--- src/hdl/upd_periph_pkg.sv ---
// Register map, interrupt source indices, vectors and reset values of the peripheral block
package upd_periph_pkg;

  ////////////////////////////////////////////////////////////////////////////
  // Widths and dividers

  localparam int SPR_W      = 8;
  localparam int TM_W       = 12;
  localparam int PRESCALE_W = 3;
  localparam int NUM_INT    = 4;
  localparam int SAMPLE_DIV = 12;

  ////////////////////////////////////////////////////////////////////////////
  // Special register map indexed by AXI address bits [5:2]

  typedef enum logic [3:0] {
    PA  = 4'd0,
    PB  = 4'd1,
    PC  = 4'd2,
    MK  = 4'd3,
    MB  = 4'd4,
    MC  = 4'd5,
    TM0 = 4'd6,
    TM1 = 4'd7,
    IE  = 4'd8
  } spr_e;

  // Interrupt sources with index 0 at the highest priority
  typedef enum logic [1:0] {
    INT0 = 2'd0,
    INTT = 2'd1,
    INT1 = 2'd2,
    INT2 = 2'd3
  } int_src_e;

  typedef enum logic [1:0] {
    OKAY   = 2'd0,
    SLVERR = 2'd2
  } axi_resp_e;

  // Vector addresses per source
  localparam logic [7:0] VEC_INT0 = 8'h04;
  localparam logic [7:0] VEC_INTT = 8'h08;
  localparam logic [7:0] VEC_INT1 = 8'h10;
  localparam logic [7:0] VEC_INT2 = 8'h20;

  localparam logic [SPR_W-1:0] MK_RESET   = 8'hff;
  localparam logic [SPR_W-1:0] MODE_RESET = 8'hff;
  localparam logic [TM_W-1:0]  TM_RESET   = 12'hfff;

  // MK bit 5 set means INT2 is active high
  localparam int MK_INT2_POL = 5;

endpackage

--- src/hdl/spr_bus_if.sv ---
// Interface for one special-register access between the bus slave and the register bank
`timescale 1ns/1ps

interface spr_bus_if;

  logic                                wr_en;
  logic                                rd_en;
  upd_periph_pkg::spr_e                sel;
  logic [upd_periph_pkg::SPR_W-1:0]    wdata;
  // Combinational read data for the current sel
  logic [upd_periph_pkg::SPR_W-1:0]    rdata;

  modport slave (
    output wr_en,
    output rd_en,
    output sel,
    output wdata,
    input  rdata
  );

  modport bank (
    input  wr_en,
    input  rd_en,
    input  sel,
    input  wdata,
    output rdata
  );

endinterface

--- src/hdl/axil_spr_slave.sv ---
// AXI4-Lite slave that turns single bus transactions into special-register accesses
`timescale 1ns/1ps

module axil_spr_slave (
  input  logic        CLK,
  input  logic        rst,
  input  logic [5:0]  awaddr,
  input  logic        awvalid,
  output logic        awready,
  input  logic [31:0] wdata,
  input  logic [3:0]  wstrb,
  input  logic        wvalid,
  output logic        wready,
  output logic [1:0]  bresp,
  output logic        bvalid,
  input  logic        bready,
  input  logic [5:0]  araddr,
  input  logic        arvalid,
  output logic        arready,
  output logic [31:0] rdata,
  output logic [1:0]  rresp,
  output logic        rvalid,
  input  logic        rready,
  spr_bus_if.slave    bus
);

  logic [3:0]                       wr_idx;
  logic [3:0]                       rd_idx;
  logic                             wr_mapped;
  logic                             rd_mapped;
  logic                             wr_go;
  logic                             rd_go;
  logic                             bvalid_q;
  logic                             rvalid_q;
  logic [1:0]                       bresp_q;
  logic [1:0]                       rresp_q;
  logic [upd_periph_pkg::SPR_W-1:0] rdata_q;

  ////////////////////////////////////////////////////////////////////////////
  // Address decode and acceptance

  assign wr_idx    = awaddr[5:2];
  assign rd_idx    = araddr[5:2];
  // Indices above IE have no register behind them
  assign wr_mapped = (wr_idx <= 4'(upd_periph_pkg::IE));
  assign rd_mapped = (rd_idx <= 4'(upd_periph_pkg::IE));

  // Write wins when both arrive in the same cycle and the read waits one cycle
  assign wr_go = awvalid & wvalid & ~bvalid_q;
  assign rd_go = arvalid & ~rvalid_q & ~wr_go;

  assign awready = wr_go;
  assign wready  = wr_go;
  assign arready = rd_go;

  // Register access in the accepting cycle
  assign bus.wr_en = wr_go & wr_mapped & wstrb[0];
  assign bus.rd_en = rd_go & rd_mapped;
  assign bus.sel   = upd_periph_pkg::spr_e'(wr_go ? wr_idx : rd_idx);
  assign bus.wdata = wdata[upd_periph_pkg::SPR_W-1:0];

  ////////////////////////////////////////////////////////////////////////////
  // Write response

  always_ff @(posedge CLK) begin
    if (rst) begin
      bvalid_q <= 1'b0;
    end else if (wr_go) begin
      bvalid_q <= 1'b1;
    end else if (bready) begin
      bvalid_q <= 1'b0;
    end
  end

  always_ff @(posedge CLK) begin
    if (wr_go) begin
      bresp_q <= wr_mapped ? upd_periph_pkg::OKAY : upd_periph_pkg::SLVERR;
    end
  end

  ////////////////////////////////////////////////////////////////////////////
  // Read response

  always_ff @(posedge CLK) begin
    if (rst) begin
      rvalid_q <= 1'b0;
    end else if (rd_go) begin
      rvalid_q <= 1'b1;
    end else if (rready) begin
      rvalid_q <= 1'b0;
    end
  end

  // Unmapped reads return zero
  always_ff @(posedge CLK) begin
    if (bus.rd_en) begin
      rdata_q <= bus.rdata;
    end else if (rd_go) begin
      rdata_q <= '0;
    end
    if (rd_go) begin
      rresp_q <= rd_mapped ? upd_periph_pkg::OKAY : upd_periph_pkg::SLVERR;
    end
  end

  assign bvalid = bvalid_q;
  assign bresp  = bresp_q;
  assign rvalid = rvalid_q;
  assign rresp  = rresp_q;
  assign rdata  = {{(32 - upd_periph_pkg::SPR_W){1'b0}}, rdata_q};

endmodule

--- src/hdl/port_mode_regs.sv ---
// Port, mode, mask, timer reload and IE registers with read multiplexer and port pin logic
`timescale 1ns/1ps

module port_mode_regs (
  input  logic                                CLK,
  input  logic                                rst,
  input  logic [upd_periph_pkg::SPR_W-1:0]    pb_i,
  input  logic [upd_periph_pkg::SPR_W-1:0]    pc_i,
  input  logic                                int_taken,
  spr_bus_if.bank                             bus,
  output logic [upd_periph_pkg::SPR_W-1:0]    pa_o,
  output logic [upd_periph_pkg::SPR_W-1:0]    pb_o,
  output logic [upd_periph_pkg::SPR_W-1:0]    pb_oe,
  output logic [upd_periph_pkg::SPR_W-1:0]    pc_o,
  output logic [upd_periph_pkg::SPR_W-1:0]    pc_oe,
  output logic [upd_periph_pkg::SPR_W-1:0]    mk,
  output logic                                ie,
  output logic [upd_periph_pkg::TM_W-1:0]     tm_reload
);

  logic [upd_periph_pkg::SPR_W-1:0] pa_q, pb_q, pc_q;
  logic [upd_periph_pkg::SPR_W-1:0] mb_q, mc_q, mk_q;
  logic [upd_periph_pkg::SPR_W-1:0] pb_rd, pc_rd;
  logic [upd_periph_pkg::TM_W-1:0]  tm_q;
  logic                             ie_q;

  always_ff @(posedge CLK) begin
    if (rst) begin
      pa_q <= '0;
      pb_q <= '0;
      pc_q <= '0;
      mb_q <= upd_periph_pkg::MODE_RESET;
      mc_q <= upd_periph_pkg::MODE_RESET;
      mk_q <= upd_periph_pkg::MK_RESET;
      tm_q <= upd_periph_pkg::TM_RESET;
    end else if (bus.wr_en) begin
      case (bus.sel)
        upd_periph_pkg::PA:  pa_q <= bus.wdata;
        upd_periph_pkg::PB:  pb_q <= bus.wdata;
        upd_periph_pkg::PC:  pc_q <= bus.wdata;
        upd_periph_pkg::MK:  mk_q <= bus.wdata;
        upd_periph_pkg::MB:  mb_q <= bus.wdata;
        upd_periph_pkg::MC:  mc_q <= bus.wdata;
        upd_periph_pkg::TM0: tm_q[7:0] <= bus.wdata;
        upd_periph_pkg::TM1: tm_q[11:8] <= bus.wdata[3:0];
        default: ;
      endcase
    end
  end

  // Taking an interrupt clears IE even against a write in the same cycle
  always_ff @(posedge CLK) begin
    if (rst) begin
      ie_q <= 1'b0;
    end else if (int_taken) begin
      ie_q <= 1'b0;
    end else if (bus.wr_en && bus.sel == upd_periph_pkg::IE) begin
      ie_q <= bus.wdata[0];
    end
  end

  ////////////////////////////////////////////////////////////////////////////
  // Pin logic where a mode bit of 0 makes the pin an output

  assign pb_oe = ~mb_q;
  assign pc_oe = {~mc_q[7], 5'b11110, ~mc_q[1:0]};

  // Output latch where driven and pin elsewhere
  assign pb_rd = (pb_i & ~pb_oe) | (pb_q & pb_oe);
  assign pc_rd = (pc_i & ~pc_oe) | (pc_q & pc_oe);

  always_comb begin
    case (bus.sel)
      upd_periph_pkg::PA:  bus.rdata = pa_q;
      upd_periph_pkg::PB:  bus.rdata = pb_rd;
      upd_periph_pkg::PC:  bus.rdata = pc_rd;
      upd_periph_pkg::MK:  bus.rdata = mk_q;
      upd_periph_pkg::MB:  bus.rdata = mb_q;
      upd_periph_pkg::MC:  bus.rdata = mc_q;
      upd_periph_pkg::TM0: bus.rdata = tm_q[7:0];
      upd_periph_pkg::TM1: bus.rdata = {4'b0000, tm_q[11:8]};
      upd_periph_pkg::IE:  bus.rdata = {7'b0000000, ie_q};
      default:             bus.rdata = '0;
    endcase
  end

  assign pa_o      = pa_q;
  assign pb_o      = pb_q;
  assign pc_o      = pc_q;
  assign mk        = mk_q;
  assign ie        = ie_q;
  assign tm_reload = tm_q;

endmodule

--- src/hdl/interval_timer.sv ---
// Prescaled 12-bit interval timer that signals underflow
`timescale 1ns/1ps

module interval_timer (
  input  logic                              CLK,
  input  logic                              rst,
  input  logic [upd_periph_pkg::TM_W-1:0]   tm_reload,
  output logic                              underflow
);

  // Counter in the upper bits and /8 prescaler in the low bits
  logic [upd_periph_pkg::TM_W+upd_periph_pkg::PRESCALE_W-1:0] tc;
  logic                                                       tc_zero;

  assign tc_zero = (tc == '0);

  ////////////////////////////////////////////////////////////////////////////
  // Down counter
  //
  // Counts every cycle. At zero the counter takes the TM value and the
  // prescaler restarts at all ones, so one period is (TM+1)*8 cycles.

  always_ff @(posedge CLK) begin
    if (rst) begin
      tc <= '1;
    end else if (tc_zero) begin
      tc <= {tm_reload, {upd_periph_pkg::PRESCALE_W{1'b1}}};
    end else begin
      tc <= tc - 1'b1;
    end
  end

  // Single cycle since the reload leaves zero at once
  assign underflow = tc_zero;

endmodule

--- src/hdl/int_sampler.sv ---
// First interrupt stage with /12 edge sampling and per-source set events
`timescale 1ns/1ps

module int_sampler (
  input  logic                                CLK,
  input  logic                                rst,
  input  logic                                int0,
  input  logic                                int1,
  input  logic                                int2,
  input  logic                                underflow,
  input  logic [upd_periph_pkg::SPR_W-1:0]    mk,
  output logic [upd_periph_pkg::NUM_INT-1:0]  set_req,
  output logic                                int0_level
);

  logic [3:0] div_cnt;
  logic       smp_en;
  logic [3:0] hist1;
  logic [3:0] hist2;
  logic       int2_act;

  // Sample enable every SAMPLE_DIV cycles
  assign smp_en = (div_cnt == 4'(upd_periph_pkg::SAMPLE_DIV - 1));

  always_ff @(posedge CLK) begin
    if (rst) begin
      div_cnt <= '0;
    end else begin
      div_cnt <= smp_en ? 4'd0 : div_cnt + 4'd1;
    end
  end

  // INT2 is active low unless the MK polarity bit is set
  assign int2_act = int2 ^ ~mk[upd_periph_pkg::MK_INT2_POL];

  always_ff @(posedge CLK) begin
    if (rst) begin
      hist1 <= '0;
      hist2 <= '0;
    end else if (smp_en) begin
      hist1 <= {hist1[2:0], int1};
      hist2 <= {hist2[2:0], int2_act};
    end
  end

  // Edge seen as one idle sample followed by three active ones
  always_comb begin
    set_req = '0;
    set_req[upd_periph_pkg::INT0] = int0;
    set_req[upd_periph_pkg::INTT] = underflow;
    set_req[upd_periph_pkg::INT1] = smp_en & (hist1 == 4'b0111);
    set_req[upd_periph_pkg::INT2] = smp_en & (hist2 == 4'b0111);
  end

  assign int0_level = int0;

endmodule

--- src/hdl/int_arbiter.sv ---
// Pending latch, masked snapshot, priority encoder and interrupt vector handshake
`timescale 1ns/1ps

module int_arbiter (
  input  logic                                CLK,
  input  logic                                rst,
  input  logic [upd_periph_pkg::NUM_INT-1:0]  set_req,
  input  logic                                int0_level,
  input  logic [upd_periph_pkg::SPR_W-1:0]    mk,
  input  logic                                ie,
  input  logic                                int_ready,
  output logic                                int_valid,
  output logic [7:0]                          int_vector,
  output logic                                int_taken
);

  logic [upd_periph_pkg::NUM_INT-1:0] pend;
  logic [upd_periph_pkg::NUM_INT-1:0] pend_clr;
  logic [upd_periph_pkg::NUM_INT-1:0] unmasked;
  logic [upd_periph_pkg::NUM_INT-1:0] snap;
  logic [upd_periph_pkg::NUM_INT-1:0] grant;
  logic                               valid_q;

  assign int_taken = valid_q & int_ready;

  // Lowest set index wins
  assign grant = snap & (~snap + 1'b1);

  ////////////////////////////////////////////////////////////////////////////
  // Pending latch

  always_comb begin
    pend_clr = int_taken ? grant : '0;
    // INT0 is level sensitive and drops with its input
    if (!int0_level) begin
      pend_clr[upd_periph_pkg::INT0] = 1'b1;
    end
  end

  always_ff @(posedge CLK) begin
    if (rst) begin
      pend <= '0;
    end else begin
      pend <= (pend & ~pend_clr) | set_req;
    end
  end

  ////////////////////////////////////////////////////////////////////////////
  // Snapshot and handshake
  //
  // The snapshot is frozen from the first non-empty load until the
  // handshake, so the vector holds while int_valid is high.

  assign unmasked = {upd_periph_pkg::NUM_INT{ie}} & ~mk[upd_periph_pkg::NUM_INT-1:0];

  always_ff @(posedge CLK) begin
    if (rst) begin
      snap    <= '0;
      valid_q <= 1'b0;
    end else begin
      if (int_taken) begin
        snap <= '0;
      end else if (!valid_q && snap == '0) begin
        snap <= pend & unmasked;
      end
      valid_q <= (snap != '0) & ~int_taken;
    end
  end

  always_comb begin
    case (1'b1)
      grant[upd_periph_pkg::INT0]: int_vector = upd_periph_pkg::VEC_INT0;
      grant[upd_periph_pkg::INTT]: int_vector = upd_periph_pkg::VEC_INTT;
      grant[upd_periph_pkg::INT1]: int_vector = upd_periph_pkg::VEC_INT1;
      grant[upd_periph_pkg::INT2]: int_vector = upd_periph_pkg::VEC_INT2;
      default:                     int_vector = 8'h00;
    endcase
  end

  assign int_valid = valid_q;

endmodule

--- src/hdl/upd_periph_top.sv ---
// Top level of the peripheral block with bus slave, registers, timer and interrupt stages
`timescale 1ns/1ps

module upd_periph_top (
  input  logic        CLK,
  input  logic        rst,
  // AXI4-Lite slave
  input  logic [5:0]  awaddr,
  input  logic        awvalid,
  output logic        awready,
  input  logic [31:0] wdata,
  input  logic [3:0]  wstrb,
  input  logic        wvalid,
  output logic        wready,
  output logic [1:0]  bresp,
  output logic        bvalid,
  input  logic        bready,
  input  logic [5:0]  araddr,
  input  logic        arvalid,
  output logic        arready,
  output logic [31:0] rdata,
  output logic [1:0]  rresp,
  output logic        rvalid,
  input  logic        rready,
  // Ports
  output logic [7:0]  pa_o,
  input  logic [7:0]  pb_i,
  output logic [7:0]  pb_o,
  output logic [7:0]  pb_oe,
  input  logic [7:0]  pc_i,
  output logic [7:0]  pc_o,
  output logic [7:0]  pc_oe,
  // Interrupt inputs and vector handshake
  input  logic        int0,
  input  logic        int1,
  input  logic        int2,
  output logic        int_valid,
  output logic [7:0]  int_vector,
  input  logic        int_ready
);

  logic [upd_periph_pkg::NUM_INT-1:0] set_req;
  logic                               int0_level;
  logic                               underflow;
  logic [upd_periph_pkg::SPR_W-1:0]   mk;
  logic                               ie;
  logic [upd_periph_pkg::TM_W-1:0]    tm_reload;
  logic                               int_taken;

  spr_bus_if spr_bus ();

  axil_spr_slave u_slave (
    .CLK, .rst,
    .awaddr, .awvalid, .awready, .wdata, .wstrb, .wvalid, .wready,
    .bresp, .bvalid, .bready,
    .araddr, .arvalid, .arready, .rdata, .rresp, .rvalid, .rready,
    .bus (spr_bus.slave)
  );

  port_mode_regs u_regs (
    .CLK, .rst, .pb_i, .pc_i, .int_taken,
    .bus (spr_bus.bank),
    .pa_o, .pb_o, .pb_oe, .pc_o, .pc_oe, .mk, .ie, .tm_reload
  );

  interval_timer u_timer (
    .CLK, .rst, .tm_reload, .underflow
  );

  // Interrupt path from the sampler to the pending latch and arbiter
  int_sampler u_sampler (
    .CLK, .rst, .int0, .int1, .int2, .underflow, .mk, .set_req, .int0_level
  );

  int_arbiter u_arbiter (
    .CLK, .rst, .set_req, .int0_level, .mk, .ie, .int_ready,
    .int_valid, .int_vector, .int_taken
  );

endmodule

--- config.mk ---
export PLATFORM = sky130hd
export DESIGN_NAME = upd_periph_top
export DESIGN_NICKNAME = d
export VERILOG_FILES = /design/src/hdl/upd_periph_pkg.sv /design/src/hdl/spr_bus_if.sv /design/src/hdl/axil_spr_slave.sv /design/src/hdl/port_mode_regs.sv /design/src/hdl/interval_timer.sv /design/src/hdl/int_sampler.sv /design/src/hdl/int_arbiter.sv /design/src/hdl/upd_periph_top.sv
export SDC_FILE = /design/constraint.sdc
export NUM_CORES = 1
export LEC_CHECK = 0
export BUFFER_PORTS_ARGS = -buffer_cell sky130_fd_sc_hd__buf_2
export CORE_AREA = 2 2 103 105
export DETAILED_ROUTE_END_ITERATION = 10
export DIE_AREA = 0 0 105 107
export PLACE_DENSITY = 0.93
export SETUP_SLACK_MARGIN = 0.4
export SLEW_MARGIN = 20
export SYNTH_ARGS = -nofsm -noshare
export SYNTH_HDL_FRONTEND = slang
export SYNTH_SLANG_ARGS = --single-unit
export TNS_END_PERCENT = 30
--- constraint.sdc ---
create_clock -name CLK -period 6.8 [get_ports CLK]
set_input_delay 0.68 -clock CLK [delete_from_list [all_inputs] [get_ports CLK]]
set_output_delay 0.68 -clock CLK [all_outputs]
set_load 0.01 [all_outputs]
* After elaboration in Yosys (flattened, before gate mapping) *
Index checks and enable logic that the tools add are counted.

word-level totals
  bits in registers = 111
  output and inout port bits = 90
  word-level logic and storage cells = 112

operators by class
  add/subtract/negate cells = 3
  magnitude comparators = 2
  equality and inequality tests = 11
  multiplexer cells = 17
  bitwise operators = 36
  reduce and logical (&&, ||, !) cells = 21

operators by type and width
  cell                                                                    count
  8-bit one-hot mux with 9 select lines                                   1
  8-bit two-way mux                                                       5
  8-bit AND                                                               4
  4-bit by 3-bit equality test with 1-bit output (second input constant)  6
  8-bit inverter                                                          3
  4-bit AND                                                               4
  8-bit OR                                                                2
  2-bit AND reduction                                                     8
  15-bit zero test                                                        1
  15-bit two-way mux                                                      1
  15-bit by 1-bit subtractor with 15-bit output (second input constant)   1
  4-bit inverter                                                          3
  1-bit AND                                                               11
  4-bit by 1-bit adder with 4-bit output (second input constant)          2
  4-bit by 2-bit equality test with 1-bit output (second input constant)  2
  4-bit equality test (second input constant)                             2
  4-bit less-or-equal comparator (second input constant)                  2
  4-bit zero test                                                         2
  4-bit two-way mux                                                       2
  6-bit two-way mux                                                       1
  1-bit inverter                                                          6
  2-bit nonzero test                                                      3
  2-bit OR reduction                                                      3
  1-bit two-way mux                                                       5
  8 further kinds                                                         10

* Depth between registers and ports, before layout *
Gate-level depths: netlist (run 1).

  word-level depth = 8
  gate-level depth with buffers = 9

* By module *
From an unflattened synthesis (run 1), not the netlist that was laid out.

unflattened totals
  cells, all modules = 649
  area total of the unflattened synthesis = 5768.0 sq um

modules (own cells, without submodules)
  module          instances  cells each  area each (sq um)
  port_mode_regs  1          374         3130.5
  axil_spr_slave  1          75          902.1
  interval_timer  1          93          769.5
  int_sampler     1          60          548.0
  int_arbiter     1          47          417.9

* Least setup slack after synthesis (run 1) *
OpenSTA, ideal clock, no wires.

  path kind = input to register
  start point = in wvalid
  end point = reg u_slave.rdata_q[0] in the netlist's numbering (data pin)
  setup time = 131 ps
  arrival = 2762 ps
  required time = 6669 ps
  setup slack = 3907 ps
  stages on the path = 7
  path buffers = 1
  cell sequence = nand3b_1 > inv_1 > buf_2 > nor3b_1 > nand2b_1 > inv_1 > o31a_1

between the ends
  longest elaborated chain between the ends = 6
  elaborated cells between the ends (all ways) = 17
  those cells by class = eq/ne: 8; mux: 3; bitwise: 5; reduce/logical: 1

RTL lines
  element                 RTL line              text
  start, declared         upd_periph_top.sv:13  input logic wvalid,
  1-bit AND (2 in a row)  axil_spr_slave.sv:49  assign wr_go = awvalid & wvalid & ~bvalid_q;
  via awready             upd_periph_top.sv:10  output logic awready,
  1-bit inverter          axil_spr_slave.sv:50  assign rd_go = arvalid & ~rvalid_q & ~wr_go;
  1-bit AND               axil_spr_slave.sv:50
  via arready             upd_periph_top.sv:20  output logic arready,
  1-bit AND               axil_spr_slave.sv:58  assign bus.rd_en = rd_go & rd_mapped;
  8-bit two-way mux       axil_spr_slave.sv:96  if (bus.rd_en) begin
  end signal, assigned    axil_spr_slave.sv:97  rdata_q <= bus.rdata;
  end, declared           axil_spr_slave.sv:37  logic [upd_periph_pkg::SPR_W-1:0] rdata_q;

The timed path passes the listed nets, and every way through them passes these cells.
A chain may end at the register's enable or synchronous reset.

* Worst setup path in the final report (run 1) *
  start point = reg u_slave.bvalid_q (netlist: u_slave.bvalid)
  end point = reg u_regs.tm_q (netlist bit u_regs.tm_reload[6])

between the ends
  longest elaborated chain between the ends = 5
  elaborated cells between the ends (all ways) = 7
  those cells by class = eq/ne: 1; mux: 1; bitwise: 4; reduce/logical: 1

RTL lines
  element                                                                      RTL line                                    text
  start, declared                                                              axil_spr_slave.sv:33                        logic bvalid_q;
  start signal, assigned                                                       axil_spr_slave.sv:67                        bvalid_q <= 1'b0;
  start signal, assigned                                                       axil_spr_slave.sv:69                        bvalid_q <= 1'b1;
  start signal, assigned                                                       axil_spr_slave.sv:71                        bvalid_q <= 1'b0;
  1-bit inverter (*)                                                           axil_spr_slave.sv:49
  1-bit AND (*)                                                                axil_spr_slave.sv:49
  4-bit two-way mux or 1-bit AND (tied branches)                               axil_spr_slave.sv:59, axil_spr_slave.sv:57
  4-bit by 3-bit equality test with 1-bit output or 1-bit AND (tied branches)  port_mode_regs.sv:37, axil_spr_slave.sv:57
  2-bit AND reduction (no source line) (*)                                     n/a
  end signal, assigned                                                         port_mode_regs.sv:35                        tm_q <= upd_periph_pkg::TM_RESET;
  end, declared                                                                port_mode_regs.sv:24                        logic [upd_periph_pkg::TM_W-1:0] tm_q;

Every way passes the cells marked *; elsewhere a longest branch is shown, timed or not.

==> results.tsv, run 1 <==
metric	value	unit
clock_tree.root_cell	clkbuf_8	
worstHoldPathCells	1	
syn_avg_cell_area	8.762	µm²
slowest_stage	and4b_1	
fin_skew	0.01212	ns
hp-class	reg -> reg	
mostFrequentLayoutCell	dfxtp_1	
rrSetupSlack	3.43	ns
finalCritPeriodShare	49.58	%
tns	0	ns
ys_async_sr_fraction	0	%
peakVddDrop	113.5	µV
report.final.hold_viol_count	0	
placed_area	0.005851	mm²
synth_warnings	0	
ios	165	
cts_setup_buffers	0	
cap_violations	0	
cts_resized	0	
ant_nets	0	
min_to	u_timer.tc[0]	
drive_gt1_share	18.86	%
synth_edf_count	10	
antenna_found_initial	0	
first_pass_iters	5	
clkTransAtPathRegs	0.11	ns
clk_latency	0.38	ns
portBuffers	94	
die_area	0.01124	mm²
dp_hpwl	9723	µm
synth_seq_area_share	41.41	%
clk_path_buf_depth	2	
r2r_start	u_slave.bvalid	
track_usage	24.53	%
finalNetCount	774	
routedWlPerCell	16.67	µm
drcViolationCount	0	
overflow	0	
drtIter0Drc	515	
cp.required	7.07	ns
syn_inst	629	
num_vias	4908	
setup_viol	0	
fillers	884	
initial_core_util	54.61	%
r2r_cells	7	
timing.rr.end	u_regs.tm_reload[6]	
outcome	finished clean	
chipWidth	105	µm
arrival	3.65	ns
cts_tree	yes	
core_area	0.01009	mm²
crit_family	simple AND/OR/NAND/NOR gates	
power_per_cell_area	190.0	mW/mm²
grt_max_degree	93	
fin_cells	836	
fmax	0.2966	GHz
rows	37	
grt_pass1_vias	4322	
ys_ff_latch	109	
worstSetupEndpointType	flop	
ff_latch_area	0.002282	mm²
multiInputGateArea	0.002811	mm²
synth_cell_type_count	56	
path_class	reg -> reg	
hp-start	u_timer.tc[0]	
path_cells	nand3b_1 -> inv_1 -> and3_1 -> buf_4 -> and4b_1 -> nor2b_1 -> a211o_1	
crit_buf_inv	2	
grt_pass1_wl	22020	µm
tightest_slew	0.8962	ns
crit_path_start_kind	flop	
slew_headroom	40.26	%
clock_sinks	109	
p_leak	2.759	nW
cpPeakStageDelay	0.71	ns
viasPerCell	5.871	
fp.dieH	107	µm
worst-path-max-fanout	42	
period_minus_slack	3.372	ns
ys.flop_type	dfxtp_1	
mappedNetlistArea	0.005512	mm²
fin_area	0.006030	mm²
antenna_cells	0	
rsz0062_at_grt	no	
final_cell_mix	99 x dfxtp_1, 94 x buf_2, 61 x nand2_1	
cts_buffers	9	
area_growth_syn_to_layout	9.398	%
finalWirelength	13930	µm
slew_violations	0	
hold_buffers	0	
dp.cells	821	
htree_levels	3	
gp_congestion	0.8976	
fin_total_pwr	1.146	mW
## sequential cells by signal (all words and copies together), names as in the netlist
register             cells
u_slave.rdata_q          8
u_sampler.hist2          4
u_sampler.hist1          4
u_regs.mc_q              8
u_regs.pb_o              8
u_timer.tc              15
u_arbiter.snap           4
u_regs.ie                1
u_regs.mb_q              8
u_slave.bvalid           1
u_slave.rresp            1
u_regs.pa_o              8
u_slave.rvalid           1
u_arbiter.int_valid      1
u_slave.bresp            1
u_arbiter.pend           4
u_sampler.div_cnt        4
u_regs.tm_reload        12
u_regs.pc_o              8
u_regs.mk                8
## kinds of logic (layout without fill, tap and decap cells)
family / after synthesis / after routing / share of synthesized area [%]
compound gates: 117 / 117 / 14.85
other cells: 2 / 35 / 0.1363
simple gates: 254 / 254 / 24.68
mux: 33 / 33 / 6.356
xor+xnor: 13 / 13 / 2.066
fa+ha+maj: 3 / 3 / 0.6811
buf+inv: 98 / 136 / 9.830
flops: 109 / 109 / 41.41
## per-stage QoR
stage               setup WS, ns  hold slack (ns)  util (%)
finish                     3.428           0.4141     59.74
global route               3.218           0.4433     59.74
CTS                        3.498           0.4167     59.74
detailed placement         3.185           0.3945     57.97
global placement           3.285           0.3871     57.97
floorplan                  3.907           0.3707         -
## how the worst max path moves through the flow
stage,from,end,slack [ns],depth (start not counted)
6_report,u_slave.bvalid,u_regs.tm_reload[6],3.43,7
3_5_place_dp,awvalid,u_regs.tm_reload[6],3.18,8
3_3_place_gp,awvalid,u_regs.tm_reload[6],3.28,8
4_1_cts,u_slave.bvalid,u_regs.tm_reload[6],3.50,7
5_1_grt,u_slave.bvalid,u_regs.tm_reload[1],3.22,7
2_1_floorplan,wvalid,u_slave.rdata_q[0],3.91,7
## cell type report
type / instances / area share [%]
clock buffer: 9 / 2.054
clock inverter: 6 / 0.9131
inverter: 23 / 1.432
multi-input combinational: 455 / 46.63
sequential: 109 / 37.85
tap: 136 / 2.822
timing repair buffer: 98 / 8.300
## report_power, final
group	switching (mW)	leakage, nW	total [mW]	internal, mW
combinational	0.0709	1.77	0.109	0.0383
clock	0.236	0.0922	0.374	0.139
sequential	0.00464	0.900	0.662	0.657
## routing by layer
metal  up-vias  GRT usage [%]  share of wire, %
met5         -              0                 0
met4         0          8.952               2.6
met3        33          4.802               9.3
met2       280          38.68                46
met1      2322          33.51                42
li1       2273              -                 -
## cells in the mapped netlist (all sizes together), types with 3 or more instances
cell	number	area share [%]
nand3	32	3.0
nor2b	20	2.3
nand2b	13	1.5
nor2	50	3.4
o21bai	11	1.5
xnor2	10	1.6
nand4	5	0.57
a221oi	5	0.79
nand2	63	4.4
nor3	13	1.3
ha	3	0.68
dfxtp	99	36
o21ai	5	0.45
a21oi	35	3.2
xor2	3	0.48
and3	12	1.4
a31oi	10	1.1
clkbuf	17	1.2
inv	23	1.6
nor4b	8	1.3
mux2i	20	3.6
nand3b	11	1.5
a211o	21	3.3
a32o	3	0.54
a21o	5	0.68
edfxtp	10	5.4
nand4b	3	0.48
nor4	6	0.95
a22oi	10	1.4
nor3b	6	0.82
buf	58	7.1
nor4bb	6	1.1
mux2	13	2.7
Note: power is estimated with default switching activity, not from simulation.
==> run 2, diff against run 1 <==
--- a/config.mk
+++ b/config.mk
@@ -6,10 +6,10 @@
 export NUM_CORES = 1
 export LEC_CHECK = 0
 export BUFFER_PORTS_ARGS = -buffer_cell sky130_fd_sc_hd__buf_2
-export CORE_AREA = 2 2 103 105
+export CORE_AREA = 2 2 112 114
 export DETAILED_ROUTE_END_ITERATION = 10
-export DIE_AREA = 0 0 105 107
-export PLACE_DENSITY = 0.93
+export DIE_AREA = 0 0 114 116
+export PLACE_DENSITY = 0.84
 export SETUP_SLACK_MARGIN = 0.4
 export SLEW_MARGIN = 20
 export SYNTH_ARGS = -nofsm -noshare
==> constraint.sdc (replaced) <==
create_clock -name CLK -period 2.8 [get_ports CLK]
set_input_delay 0.28 -clock CLK [delete_from_list [all_inputs] [get_ports CLK]]
set_output_delay 0.28 -clock CLK [all_outputs]
set_load 0.01 [all_outputs]
==> run 2 against run 1 <==
  * Global-route usage fell by 3.1 points
  * Sequential power rose by 140%
  * Non-clock buffer count rose by 3
  * Clock skew fell by 0.0043 ns
  * Design area rose by 2.8%
  * Largest cell class unchanged
==> results.tsv, run 2 (synthesized netlist as in run 1, its figures left out) <==
metric	value	unit	change
outcome	finished clean		
area_growth_syn_to_layout	12.51	%	
path_cells	nand3b_1 -> buf_4 -> mux2_4 -> a22o_1 -> a221oi_1 -> a31oi_1		
clkTransAtPathRegs	0.07	ns	-0.04 ns
period_minus_slack	2.281	ns	-1.090 ns
worstSetupEndpointType	flop		
gp_congestion	0.8658		-3.5%
placed_area	0.005892	mm²	+0.71%
slew_violations	0		unchanged
core_area	0.01191	mm²	+18%
hold_buffers	0		unchanged
tightest_slew	0.7195	ns	-0.1766 ns
fin_skew	0.007803	ns	-0.004313 ns
regMostFlops	u_timer.tc		
drcViolationCount	0		unchanged
peakVddDrop	363.9	µV	+220%
track_usage	21.40	%	-3.1 points
slowest_stage	mux2_4		
rows	40		+8.1%
grt_pass1_wl	22710	µm	+3.1%
finalCritPeriodShare	81.48	%	+32 points
grt_max_degree	47		-49%
slew_headroom	51.66	%	+11 points
antenna_cells	0		unchanged
timing.hold.ws	0.1433	ns	-0.2707 ns
path_class	reg -> reg		
clk_path_buf_depth	2		unchanged
first_pass_iters	5		unchanged
cts_tree	yes		
finalNetCount	777		+0.39%
setup_viol	0		unchanged
fmax	0.4383	GHz	+48%
hp-class	in -> reg		
rrSetupSlack	0.52	ns	-2.91 ns
viasPerCell	5.647		-3.8%
grt_pass1_vias	4472		+3.5%
ios	165		unchanged
overflow	0		unchanged
die_area	0.01322	mm²	+18%
cts_buffers	9		unchanged
crit_path_start_kind	flop		
ff_latch_area	0.002282	mm²	unchanged
mostFrequentLayoutCell	dfxtp_1		
crit_family	compound AO/OA/AOI/OAI gates		
chipWidth	114	µm	+8.6%
dp_hpwl	9602	µm	-1.3%
fillers	1112		+26%
routedWlPerCell	16.25	µm	-2.5%
clk_latency	0.35	ns	-0.03 ns
cpPeakStageDelay	0.39	ns	-0.32 ns
tns	0	ns	unchanged
worst-path-max-fanout	8		-81%
antenna_found_initial	0		unchanged
finalWirelength	13830	µm	-0.71%
report.final.hold_viol_count	0		unchanged
multiInputGateArea	0.002820	mm²	+0.31%
rsz0062_at_grt	yes		
fp.dieH	116	µm	+8.4%
p_leak	2.833	nW	+2.7%
final_cell_mix	99 x dfxtp_1, 94 x buf_2, 60 x nand2_1		
arrival	2.36	ns	-1.29 ns
largest_reg_flops	15		unchanged
power_per_cell_area	509.6	mW/mm²	+170%
cts_setup_buffers	0		unchanged
drtIter0Drc	505		-1.9%
fin_total_pwr	3.160	mW	+180%
fin_area	0.006201	mm²	+2.8%
drive_gt1_share	19.89	%	+1.0 points
num_vias	4806		-2.1%
crit_buf_inv	1		-1
htree_levels	3		unchanged
cap_violations	0		unchanged
cp.required	2.88	ns	-4.19 ns
ant_nets	0		unchanged
clock_sinks	109		unchanged
initial_core_util	46.27	%	-8.3 points
portBuffers	94		unchanged
clock_tree.root_cell	clkbuf_16		
run 2: path summary, 6_finish.rpt:
path / start / endpoint / depth (start not counted)
worst max-delay path: u_slave.bvalid / u_slave.rdata_q[2] / 6
worst min-delay path: int0 / u_arbiter.pend[0] / 2
worst max register to register: u_slave.bvalid / u_slave.rdata_q[2] / 6
worst min register to register: u_timer.tc[0] / u_timer.tc[0] / 1
run 2: final cells by class:
type	instances	area share [%]
inverters	23	1.392
flip-flops and latches	109	36.80
repair buffers	101	8.495
clock buffers	10	4.036
well taps	147	2.966
multi-input cells	455	45.48
clock inverters	6	0.8273
run 2: metal layers:
layer | GRT usage, % | wire length, µm | up-vias
li1 | - | - | 2291
met3 | 4.916 | 930 | 27
met2 | 34.64 | 6507 | 201
met1 | 28.44 | 6066 | 2287
met5 | 0 | 0 | -
met4 | 7.073 | 329 | 0
run 2: power by group:
part | internal, mW | total [mW] | switching (mW)
registers | 1.60 | 1.61 | 0.0140
clock network | 0.673 | 1.28 | 0.610
logic | 0.0962 | 0.268 | 0.172
total | 2.36 | 3.16 | 0.795
run 2: per-stage QoR:
| stage | utilization, % | setup slack [ns] | cells |
|---|---|---|---|
| detailed placement | 49.46 | 0.4139 | 835 |
| global placement | 49.46 | 0.4288 | 835 |
| CTS | 52.03 | 0.4748 | 851 |
| global route | 52.06 | 0.3686 | 851 |
| floorplan | - | 0.7038 | 662 |
| finish | 52.06 | 0.5186 | 851 |
run 2: timing repair:
item                                    CTS  global route
cloned                                    0             0
endpoints found under the setup margin    1            36
resized for setup                         1             3
pin swaps                                 0             0
==> run 3, diff against run 2 <==
--- a/config.mk
+++ b/config.mk
@@ -5,11 +5,12 @@
 export SDC_FILE = /design/constraint.sdc
 export NUM_CORES = 1
 export LEC_CHECK = 0
+export ABC_AREA = 1
 export BUFFER_PORTS_ARGS = -buffer_cell sky130_fd_sc_hd__buf_2
-export CORE_AREA = 2 2 112 114
+export CORE_AREA = 2 2 106 108
 export DETAILED_ROUTE_END_ITERATION = 10
-export DIE_AREA = 0 0 114 116
-export PLACE_DENSITY = 0.84
+export DIE_AREA = 0 0 108 110
+export PLACE_DENSITY = 0.88
 export SETUP_SLACK_MARGIN = 0.4
 export SLEW_MARGIN = 20
 export SYNTH_ARGS = -nofsm -noshare
==> constraint.sdc (replaced) <==
create_clock -name CLK -period 2.1 [get_ports CLK]
set_input_delay 0.21 -clock CLK [delete_from_list [all_inputs] [get_ports CLK]]
set_output_delay 0.21 -clock CLK [all_outputs]
set_load 0.01 [all_outputs]
==> run 3 against run 2 <==
  * Worst setup slack worse by 0.32 ns
  * First-iteration DRC count up 12%
  * Core utilization is 11 points higher
  * Global-route usage is 3.3 points higher
  * Largest power group unchanged
  * Register-to-register slack lost 0.32 ns
  * Highest routed layer unchanged
  * Synthesized cell count up 18%
==> results.tsv, run 3 <==
metric	value	unit	change
chipWidth	108	µm	-5.3%
clk_latency	0.39	ns	+0.04 ns
drcViolationCount	0		unchanged
ant_nets	0		unchanged
gp_congestion	0.9392		+8.5%
netlist_top_cells_count	170 x nand2_1, 99 x dfxtp_1, 80 x inv_1		
fillers	867		-22%
rows	38		-5.0%
grt_max_degree	24		-49%
path_class	reg -> reg		
rsz0062_at_grt	yes		
cap_violations	0		unchanged
drtIter0Drc	564		+12%
finalWirelength	15960	µm	+15%
clkTransAtPathRegs	0.12	ns	+0.05 ns
clk_path_buf_depth	2		unchanged
synth_seq_area_share	41.95	%	+0.54 points
yosysMostFrequentCell	nand2_1		
viasPerCell	5.539		-1.9%
final_cell_mix	153 x nand2_1, 98 x dfxtp_1, 95 x buf_2		
routedWlPerCell	15.92	µm	-2.1%
htree_levels	3		unchanged
setup_viol	0		unchanged
drive_gt1_share	28.39	%	+8.5 points
ys_async_sr_fraction	0	%	unchanged
tns	0	ns	unchanged
slowest_stage	dfxtp_2		
hp-class	in -> reg		
fin_total_pwr	4.053	mW	+28%
overflow	0		unchanged
synth_cell_type_count	34		-39%
antenna_cells	0		unchanged
die_area	0.01188	mm²	-10%
clock_sinks	109		unchanged
first_pass_iters	7		+2
largest_reg_flops	15		unchanged
core_area	0.01070	mm²	-10%
finalNetCount	936		+20%
fin_ws	0.2002	ns	-0.3184 ns
arrival	2.06	ns	-0.30 ns
syn_avg_cell_area	7.342	µm²	-16%
fp.dieH	110	µm	-5.2%
synth_edf_count	10		unchanged
peakVddDrop	481.6	µV	+32%
synth_warnings	0		unchanged
yosys.area.top_type	dfxtp_1		
dp_hpwl	10540	µm	+9.8%
pre_cts_slack	0.1701	ns	-0.2438 ns
cts_buffers	9		unchanged
grt_pass1_wl	22890	µm	+0.82%
cts_tree	yes		
outcome	finished clean		
initial_core_util	50.85	%	+4.6 points
worst-path-max-fanout	6		-2
crit_path_start_kind	flop		
fmax	0.5264	GHz	+20%
ys_ff_latch	109		unchanged
track_usage	24.73	%	+3.3 points
ios	165		unchanged
regMostFlops	u_timer.tc		
num_vias	5556		+16%
cp.required	2.26	ns	-0.62 ns
synth.area.top_cells	dfxtp_1 36%, nand2_1 12%, nand3_1 5.7%		
antenna_found_initial	0		unchanged
period_minus_slack	1.900	ns	-0.3816 ns
netlist.area_leader.share	36.43	%	+0.47 points
power_per_cell_area	605.2	mW/mm²	+19%
grt_pass1_vias	4747		+6.1%
syn_inst	741		+18%
area_growth_syn_to_layout	23.11	%	
worstSetupEndpointType	flop		
portBuffers	94		unchanged
ys.flop_type	dfxtp_1		
clock_tree.root_cell	clkbuf_8		
cpPeakStageDelay	0.35	ns	-0.04 ns
p_leak	3.158	nW	+11%
slew_violations	0		unchanged
fin_skew	0.01041	ns	+0.002609 ns
mappedNetlistArea	0.005440	mm²	-1.3%
report.final.hold_viol_count	0		unchanged
finalCritPeriodShare	90.47	%	+9.0 points
path_cells	buf_4 -> nor2_4 -> nand2_2 -> nand2_4 -> nor2_4 -> buf_6 -> nand3_2 -> nand2_1 -> nor2_2 -> nand3_2 -> nand2_1 -> inv_1		
mostFrequentLayoutCell	nand2_1		
-- run 3: cell types whose count changed in the layout (fill, tap and decap cells not counted), sizes merged, moves of 13 or more --
cell,delta
a211o,-21
a21oi,+13
buf,+31
inv,+63
mux2,-13
mux2i,-19
nand2,+125
nand2b,-13
nand3,+31
nor2,+18
nor2b,-20
o211ai,+24
o21ai,+42
-- run 3: cell type report --
class	instances	area, µm²	area share [%]
clock buffer	9	123.9	1.849
clock inverter	7	81.33	1.214
inverter	88	347.8	5.193
multi-input combinational	518	2841	42.42
sequential	109	2283	34.09
tap	140	175.2	2.615
timing repair buffer	132	844.6	12.61
-- run 3: repair_timing --
action / 4_1_cts / 5_1_grt
pin swaps: 16 / 35
hold buffers: 0 / 0
endpoints found under the setup margin: 67 / 75
gates resized for setup: 27 / 82
setup buffers: 8 / 11
cloned: 0 / 2
-- run 3: logic make-up (layout without fill, tap and decap cells) --
logic type	count (synthesis)	count (layout)	synth area share (%)
compound gates	127	127	13.13
flops	109	109	41.95
buf+inv	148	236	13.59
simple gates	340	341	28.54
other cells	2	35	0.1380
xor+xnor	11	11	1.771
fa+ha+maj	3	3	0.6900
mux	1	1	0.1840
-- run 3: metal layers --
metal  GRT usage [%]  part of all wire, %  up-vias  wire length [µm]
li1                -                    -     2570                 -
met1           31.38                   38     2524              6081
met2           41.51                   47      393              7437
met3           5.703                   11       69              1791
met4           8.791                  4.1        0               653
met5               0                    0        -                 0
-- run 3: path summary, 6_finish.rpt --
path | start | end | slack (ns) | cells after the start
max | u_slave.bvalid | u_slave.rdata_q[0] | 0.20 | 12
min | int0 | u_arbiter.pend[0] | 0.02 | 3
max reg2reg | u_slave.bvalid | u_slave.rdata_q[0] | 0.20 | 12
min reg2reg | u_timer.tc[0] | u_timer.tc[0] | 0.40 | 1
-- run 3: where the power goes --
part           switching, mW  internal [mW]
clock                  0.819          0.474
sequential            0.0149           2.13
combinational          0.408          0.205
total                   1.24           2.81
-- run 3: stage by stage --
step                hold slack [ns]  utilization [%]  area, µm²  cells
finish                      0.02010            62.61       6698   1003
global route                0.02027            62.61       6698   1003
CTS                        0.008331            59.09       6321    990
detailed placement           0.3768            55.72       5961    966
global placement             0.3729            55.72       5961    966
floorplan                    0.3170                -       5575    774
-- run 3: worst max-delay path, delay by kind of cell, from the launching register on --
kind	cells	cell delay, ns
buf+inv	3	0.32
flops	1	0.35
simple gates	9	1.00
